==> src/trace_enc_consts.svh <==
// ========================================
// trace encoder constants
// widths and limits shared by the encoder
// ========================================

`ifndef TRACE_ENC_CONSTS_SVH
`define TRACE_ENC_CONSTS_SVH

// instruction address width
`define TRACE_ADDR_W 32

// exception cause width
`define TRACE_CAUSE_W 5

// branch map capacity in branches
`define TRACE_BMAP_LEN 31

// branch count width holds 0 to TRACE_BMAP_LEN
`define TRACE_BCNT_W 5

// packets allowed between two syncs before
// a forced resync
`define TRACE_RESYNC_MAX 7

`endif

==> src/trace_enc_pkg.sv <==
// ========================================
// trace encoder package
// retirement, packet and mode types
// ========================================

`include "trace_enc_consts.svh"

package trace_enc_pkg;

    // one retired instruction from the core
    typedef struct packed {
        logic                      valid;
        logic [`TRACE_ADDR_W-1:0]  iaddr;
        logic                      is_branch;
        logic                      taken;
        logic                      is_exception;
        logic [`TRACE_CAUSE_W-1:0] cause;
    } retire_t;

    // packet formats
    typedef enum logic [1:0] {
        // branch map full
        FMT_BRANCH = 2'b00,
        // exception with cause
        FMT_EXC    = 2'b01,
        // first packet after enable, or forced resync
        FMT_SYNC   = 2'b10
    } packet_format_e;

    // one output packet
    typedef struct packed {
        packet_format_e             format;
        logic [`TRACE_ADDR_W-1:0]   address;
        logic [`TRACE_CAUSE_W-1:0]  cause;
        logic [`TRACE_BCNT_W-1:0]   branches;
        logic [`TRACE_BMAP_LEN-1:0] branch_map;
    } trace_packet_t;

    // what the resync counter counts
    typedef enum logic {
        RESYNC_PACKETS = 1'b0,
        RESYNC_CYCLES  = 1'b1
    } resync_mode_e;

endpackage

==> src/trace_resync_counter.sv <==
// ========================================
// resync counter
// counts packets or cycles since last sync
// ========================================

`timescale 1ns/1ps

`include "trace_enc_consts.svh"

module trace_resync_counter
    import trace_enc_pkg::*;
#(
    parameter resync_mode_e MODE      = RESYNC_PACKETS,
    parameter int unsigned  MAX_VALUE = `TRACE_RESYNC_MAX
) (
    input  logic clk,
    input  logic reset_i,
    input  logic trace_enabled_i,
    input  logic packet_emitted_i,
    input  logic resync_rst_i,
    output logic gt_resync_max_o,
    output logic et_resync_max_o
);

    // room for the saturation point at max plus one
    localparam int unsigned CNT_W = $clog2(MAX_VALUE + 2);
    localparam logic [CNT_W-1:0] MAX_CNT = CNT_W'(MAX_VALUE);
    localparam logic [CNT_W-1:0] SAT_CNT = CNT_W'(MAX_VALUE + 1);

    logic [CNT_W-1:0] count_q;
    logic             incr;

    // cycle mode counts every enabled cycle
    assign incr = (MODE == RESYNC_CYCLES) ? 1'b1 : packet_emitted_i;

    always_ff @(posedge clk) begin
        if (reset_i || !trace_enabled_i) begin
            count_q <= '0;
        end else if (resync_rst_i) begin
            // a sync restarts the distance
            count_q <= '0;
        end else if (incr && (count_q != SAT_CNT)) begin
            count_q <= count_q + 1'b1;
        end
    end

    assign gt_resync_max_o = (count_q > MAX_CNT);
    assign et_resync_max_o = (count_q == MAX_CNT);

    // count stops one past the maximum
    property p_count_bounded;
        @(posedge clk) disable iff (reset_i)
        count_q <= SAT_CNT;
    endproperty

    a_count_bounded: assert property (p_count_bounded)
        else $error("%0t: resync count %0d above %0d", $time, count_q, SAT_CNT);

endmodule

==> src/trace_branch_map.sv <==
// ========================================
// branch map
// collects taken bits of retired branches
// ========================================

`timescale 1ns/1ps

`include "trace_enc_consts.svh"

module trace_branch_map
    import trace_enc_pkg::*;
(
    input  logic                       clk,
    input  logic                       reset_i,
    input  logic                       trace_enable_i,
    input  retire_t                    retire_i,
    input  logic                       flush_i,
    output logic [`TRACE_BCNT_W-1:0]   count_o,
    output logic [`TRACE_BMAP_LEN-1:0] map_o,
    output logic                       full_next_o
);

    logic [`TRACE_BCNT_W-1:0]   cnt_q;
    logic [`TRACE_BMAP_LEN-1:0] map_q;
    logic [`TRACE_BMAP_LEN-1:0] new_bit;
    logic                       add_bit;

    // a branch retiring while trace is on
    assign add_bit = trace_enable_i && retire_i.valid && retire_i.is_branch;

    // taken bit goes to the next free slot with bit 0 oldest
    always_comb begin
        new_bit    = '0;
        new_bit[0] = add_bit && retire_i.taken;
        new_bit    = new_bit << cnt_q;
    end

    // current instruction already counted
    assign count_o     = cnt_q + `TRACE_BCNT_W'(add_bit);
    assign map_o       = map_q | new_bit;
    assign full_next_o = (count_o == `TRACE_BCNT_W'(`TRACE_BMAP_LEN));

    always_ff @(posedge clk) begin
        if (reset_i || !trace_enable_i || flush_i) begin
            cnt_q <= '0;
            map_q <= '0;
        end else begin
            cnt_q <= count_o;
            map_q <= map_o;
        end
    end

    // a full map has to be drained by a packet in the same cycle
    property p_full_flushed;
        @(posedge clk) disable iff (reset_i)
        full_next_o |-> flush_i;
    endproperty

    a_full_flushed: assert property (p_full_flushed)
        else $error("%0t: branch map full without flush, count %0d", $time, count_o);

endmodule

==> src/trace_packet_decider.sv <==
// ========================================
// packet decider
// picks packet and format per retirement
// ========================================

`timescale 1ns/1ps

module trace_packet_decider
    import trace_enc_pkg::*;
(
    input  logic           clk,
    input  logic           reset_i,
    input  logic           trace_enable_i,
    input  retire_t        retire_i,
    input  logic           resync_due_i,
    input  logic           map_full_i,
    output logic           send_o,
    output packet_format_e fmt_o,
    output logic           sync_sent_o
);

    // set until the first sync after enable
    logic first_q;
    logic retired;

    assign retired = trace_enable_i && retire_i.valid;

    // priority order is first, exception, resync, full map
    always_comb begin
        send_o = 1'b0;
        fmt_o  = FMT_SYNC;
        if (retired) begin
            if (first_q) begin
                send_o = 1'b1;
                fmt_o  = FMT_SYNC;
            end else if (retire_i.is_exception) begin
                send_o = 1'b1;
                fmt_o  = FMT_EXC;
            end else if (resync_due_i) begin
                // too long since the last sync
                send_o = 1'b1;
                fmt_o  = FMT_SYNC;
            end else if (map_full_i) begin
                send_o = 1'b1;
                fmt_o  = FMT_BRANCH;
            end
        end
    end

    assign sync_sent_o = send_o && (fmt_o == FMT_SYNC);

    always_ff @(posedge clk) begin
        if (reset_i || !trace_enable_i) begin
            first_q <= 1'b1;
        end else if (sync_sent_o) begin
            first_q <= 1'b0;
        end
    end

    // packets only come from traced retirements
    property p_send_needs_retire;
        @(posedge clk) disable iff (reset_i)
        send_o |-> (trace_enable_i && retire_i.valid);
    endproperty

    a_send_needs_retire: assert property (p_send_needs_retire)
        else $error("%0t: send_o without valid retirement, enable %b valid %b",
                    $time, trace_enable_i, retire_i.valid);

endmodule

==> src/trace_packet_emitter.sv <==
// ========================================
// packet emitter
// registers packet fields and valid
// ========================================

`timescale 1ns/1ps

`include "trace_enc_consts.svh"

module trace_packet_emitter
    import trace_enc_pkg::*;
(
    input  logic                       clk,
    input  logic                       reset_i,
    input  logic                       send_i,
    input  packet_format_e             fmt_i,
    input  retire_t                    retire_i,
    input  logic [`TRACE_BCNT_W-1:0]   branches_i,
    input  logic [`TRACE_BMAP_LEN-1:0] branch_map_i,
    output trace_packet_t              packet_o,
    output logic                       packet_valid_o
);

    trace_packet_t packet_d;
    trace_packet_t packet_q;
    logic          valid_q;

    always_comb begin
        packet_d.format     = fmt_i;
        packet_d.address    = retire_i.iaddr;
        // cause only meaningful for exceptions
        packet_d.cause      = (fmt_i == FMT_EXC) ? retire_i.cause : '0;
        packet_d.branches   = branches_i;
        packet_d.branch_map = branch_map_i;
    end

    // payload held until the next packet
    always_ff @(posedge clk) begin
        if (send_i) begin
            packet_q <= packet_d;
        end
    end

    // one-cycle strobe per packet
    always_ff @(posedge clk) begin
        if (reset_i) begin
            valid_q <= 1'b0;
        end else begin
            valid_q <= send_i;
        end
    end

    assign packet_o       = packet_q;
    assign packet_valid_o = valid_q;

    // branch count and map agree on the highest used slot
    property p_map_within_count;
        @(posedge clk) disable iff (reset_i)
        valid_q |-> ((packet_q.branch_map >> packet_q.branches) == '0);
    endproperty

    a_map_within_count: assert property (p_map_within_count)
        else $error("%0t: branch_map %h has bits above count %0d",
                    $time, packet_q.branch_map, packet_q.branches);

endmodule

==> src/trace_encoder_top.sv <==
// ========================================
// trace encoder top
// retired instructions to trace packets
// ========================================

`timescale 1ns/1ps

`include "trace_enc_consts.svh"

module trace_encoder_top
    import trace_enc_pkg::*;
(
    input  logic          clk,
    input  logic          reset_i,
    input  logic          trace_enable_i,
    input  retire_t       retire_i,
    output trace_packet_t packet_o,
    output logic          packet_valid_o
);

    logic                       send;
    packet_format_e             fmt;
    logic                       sync_sent;
    logic [`TRACE_BCNT_W-1:0]   bmap_count;
    logic [`TRACE_BMAP_LEN-1:0] bmap_bits;
    logic                       bmap_full_next;
    logic                       gt_max;
    logic                       et_max;

    trace_packet_decider u_decider (
        .clk           (clk),
        .reset_i       (reset_i),
        .trace_enable_i(trace_enable_i),
        .retire_i      (retire_i),
        .resync_due_i  (gt_max),
        .map_full_i    (bmap_full_next),
        .send_o        (send),
        .fmt_o         (fmt),
        .sync_sent_o   (sync_sent)
    );

    // every packet empties the map
    trace_branch_map u_branch_map (
        .clk           (clk),
        .reset_i       (reset_i),
        .trace_enable_i(trace_enable_i),
        .retire_i      (retire_i),
        .flush_i       (send),
        .count_o       (bmap_count),
        .map_o         (bmap_bits),
        .full_next_o   (bmap_full_next)
    );

    trace_resync_counter #(
        .MODE     (RESYNC_PACKETS),
        .MAX_VALUE(`TRACE_RESYNC_MAX)
    ) u_resync_counter (
        .clk             (clk),
        .reset_i         (reset_i),
        .trace_enabled_i (trace_enable_i),
        .packet_emitted_i(send),
        .resync_rst_i    (sync_sent),
        .gt_resync_max_o (gt_max),
        .et_resync_max_o (et_max)
    );

    trace_packet_emitter u_emitter (
        .clk           (clk),
        .reset_i       (reset_i),
        .send_i        (send),
        .fmt_i         (fmt),
        .retire_i      (retire_i),
        .branches_i    (bmap_count),
        .branch_map_i  (bmap_bits),
        .packet_o      (packet_o),
        .packet_valid_o(packet_valid_o)
    );

    // one more non-sync packet at max makes a resync due
    property p_resync_due;
        @(posedge clk) disable iff (reset_i)
        (et_max && send && !sync_sent) |=> gt_max;
    endproperty

    a_resync_due: assert property (p_resync_due)
        else $error("%0t: gt_max expected 1 after packet at max, got %b", $time, gt_max);

endmodule

==> config.mk <==
export PLATFORM = sky130hd
export DESIGN_NAME = trace_encoder_top
export DESIGN_NICKNAME = d
export VERILOG_FILES = /design/src/trace_enc_pkg.sv /design/src/trace_resync_counter.sv /design/src/trace_branch_map.sv /design/src/trace_packet_decider.sv /design/src/trace_packet_emitter.sv /design/src/trace_encoder_top.sv
export VERILOG_INCLUDE_DIRS = /design/src
export SDC_FILE = /design/constraint.sdc
export NUM_CORES = 1
export LEC_CHECK = 0
export BUFFER_PORTS_ARGS = -buffer_cell sky130_fd_sc_hd__buf_4
export CORE_MARGIN = 2
export CORE_UTILIZATION = 46
export DETAILED_ROUTE_END_ITERATION = 8
export PLACE_DENSITY = 0.75
export SKIP_CTS_REPAIR_TIMING = 1
export SLEW_MARGIN = 20
export SYNTH_ARGS = -nofsm -noshare
export SYNTH_HDL_FRONTEND = slang
export SYNTH_HIERARCHICAL = 1
export SYNTH_SLANG_ARGS = --single-unit
==> constraint.sdc <==
create_clock -name clk -period 6.8 [get_ports clk]
set_clock_uncertainty 0.1 [all_clocks]
set_input_delay 1.02 -clock clk [delete_from_list [all_inputs] [get_ports clk]]
set_output_delay 1.02 -clock clk [all_outputs]
set_load 0.02 [all_outputs]
==> flow_summary.json <==
{
  "wirelength_um": 8590,
  "wl_per_cell_um": 16.3,
  "critPathMaxFanout": 67,
  "syn_to_final_growth_pct": 37.6,
  "hold_ws_ns": 0.377,
  "layout_commonest_cell": "buf_4",
  "vdd_drop_max_uv": 144,
  "synth.cell_area_um2": 4280,
  "drtAntennaViolNets": 0,
  "gp_congestion": 0.916,
  "viasPerCell": 5.31,
  "cp-end-kind": "register",
  "via_count": 2799,
  "slew_viol_final": 0,
  "cts_tree": "done",
  "grt_overflow": 0,
  "period_needed_ns": 3.47,
  "rrSetupSlack_ns": 3.76,
  "utilization_pct": 64.6,
  "setup-violations-final": 0,
  "min_from": "u_branch_map/map_q[25]$_SDFF_PP0_",
  "power.density_nw_per_um2": 303,
  "core_region_area_um2": 9110,
  "clock_sinks": 117,
  "reg2reg_depth": 7,
  "min_path_cells": 1,
  "setup_ws_ns": 3.33,
  "finalCritPeriodShare_pct": 51.0,
  "hold_class": "reg2reg",
  "hpwl_um": 5580,
  "rsz0062_at_grt": "false",
  "dieArea_um2": 10100,
  "total_power_w": 0.00178,
  "port_buffers": 119,
  "tightestPinTransition_ns": 0.980,
  "netlist_instances": 275,
  "layout_common_cells": "buf_4 (121), edfxtp_1 (75), dfxtp_1 (42)",
  "cts_max_level": 4,
  "cts_buffers": 17,
  "hold_viol_final": 0,
  "leakagePower_nw": 2.51,
  "row_count": 35,
  "grt_usage_pct": 17.7,
  "die_x_um": 100,
  "synth_fp_nets": 323,
  "design.portCount": 120,
  "antenna_found_initial": 0,
  "fin_setup_tns_ns": 0,
  "crit_path_start_kind": "primary input",
  "insertion_delay_ns": 0.50,
  "root_buffer": "clkbuf_8",
  "reg2reg_from": "u_branch_map/cnt_q[0]$_SDFF_PP0_",
  "r2r_end": "u_emitter/packet_o[8]$_DFFE_PP_",
  "grt_max_degree": 68,
  "required_ns": 6.83,
  "yosys_warnings": 6,
  "final_layout_size_suffix_gt1_share_pct": 40.6,
  "status": "finished clean",
  "maxCapViolations": 0,
  "diodes": 0,
  "die_h_um": 100,
  "fin_nets": 451,
  "avgSynthCellArea_um2": 15.6,
  "min_to": "u_branch_map/map_q[25]$_SDFF_PP0_",
  "clock_path_buffers": 2,
  "start_util_pct": 47.0,
  "critPathArrivalTime_ns": 3.50,
  "drt_iter0_drc": 121,
  "grt_first_pass_wirelength_um": 13600,
  "relSlewSlack_pct": 34.3,
  "pre_cts_ws_ns": 2.85,
  "drc_errors": 0,
  "fmax_mhz": 289,
  "dr.pass1.iters": 4,
  "clk_pin_slew_ns": 0.05,
  "first_global_vias": 2700,
  "worstSetupPathType": "in2reg"
}
-- worst max path at each step --
stage / start / endpoint / slack, ns / depth (start not counted)
2_1_floorplan: retire_i[7] / u_branch_map/map_q[1]$_SDFF_PP0_ / 0.31 / 11
3_3_place_gp: trace_enable_i / u_emitter/packet_o[74]$_DFFE_PP_ / 2.92 / 9
3_5_place_dp: trace_enable_i / u_emitter/packet_o[66]$_DFFE_PP_ / 2.85 / 9
4_1_cts: trace_enable_i / u_emitter/packet_o[33]$_DFFE_PP_ / 3.37 / 9
5_1_grt: trace_enable_i / u_emitter/packet_o[33]$_DFFE_PP_ / 3.12 / 9
6_report: trace_enable_i / u_emitter/packet_o[8]$_DFFE_PP_ / 3.33 / 9
-- critical path, stage by stage --
cell     delay [ns]
buf_4          0.14
and3_1         0.18
ha_1           0.20
ha_1           0.21
xnor2_1        0.17
nor3_1         0.28
nor4_2         0.09
nor2_4         0.40
buf_4          0.75
-- through the flow --
step,cells,cell area (um2)
floorplan,275,4280
global placement,495,5270
detailed placement,495,5270
CTS,527,5880
global route,527,5880
finish,527,5880
-- power breakdown --
group / total [W] / internal [W] / switching, W
Clock: 0.000903 / 0.000602 / 0.000300
Sequential: 0.000783 / 0.000776 / 0.00000635
Combinational: 0.0000963 / 0.0000421 / 0.0000542
Total: 0.00178 / 0.00142 / 0.000361
-- flip-flops by register name (all words and copies together), names as in the netlist --
name                      cells
u_resync_counter/count_q      4
u_branch_map/cnt_q            5
u_decider/first_q             1
u_emitter/packet_o           75
u_emitter/packet_valid_o      1
u_branch_map/map_q           31
-- layout make-up --
cell class                 instances  area (um2)
fill                             672        3220
sequential                       117        3090
multi-input combinational        140        1110
timing repair buffer             121         908
clock buffer                      19         432
clock inverter                    13         180
tap                              111         139
inverter                           6        22.5
-- layer usage --
metal | track usage, % | vias up | wire length, um
li1 | - | 1316 | -
met1 | 21.4 | 1373 | 3700
met2 | 29.4 | 98 | 4260
met3 | 4.94 | 12 | 475
met4 | 8.22 | 0 | 146
met5 | 0 | - | 0
(Power assumes the default switching activity.)
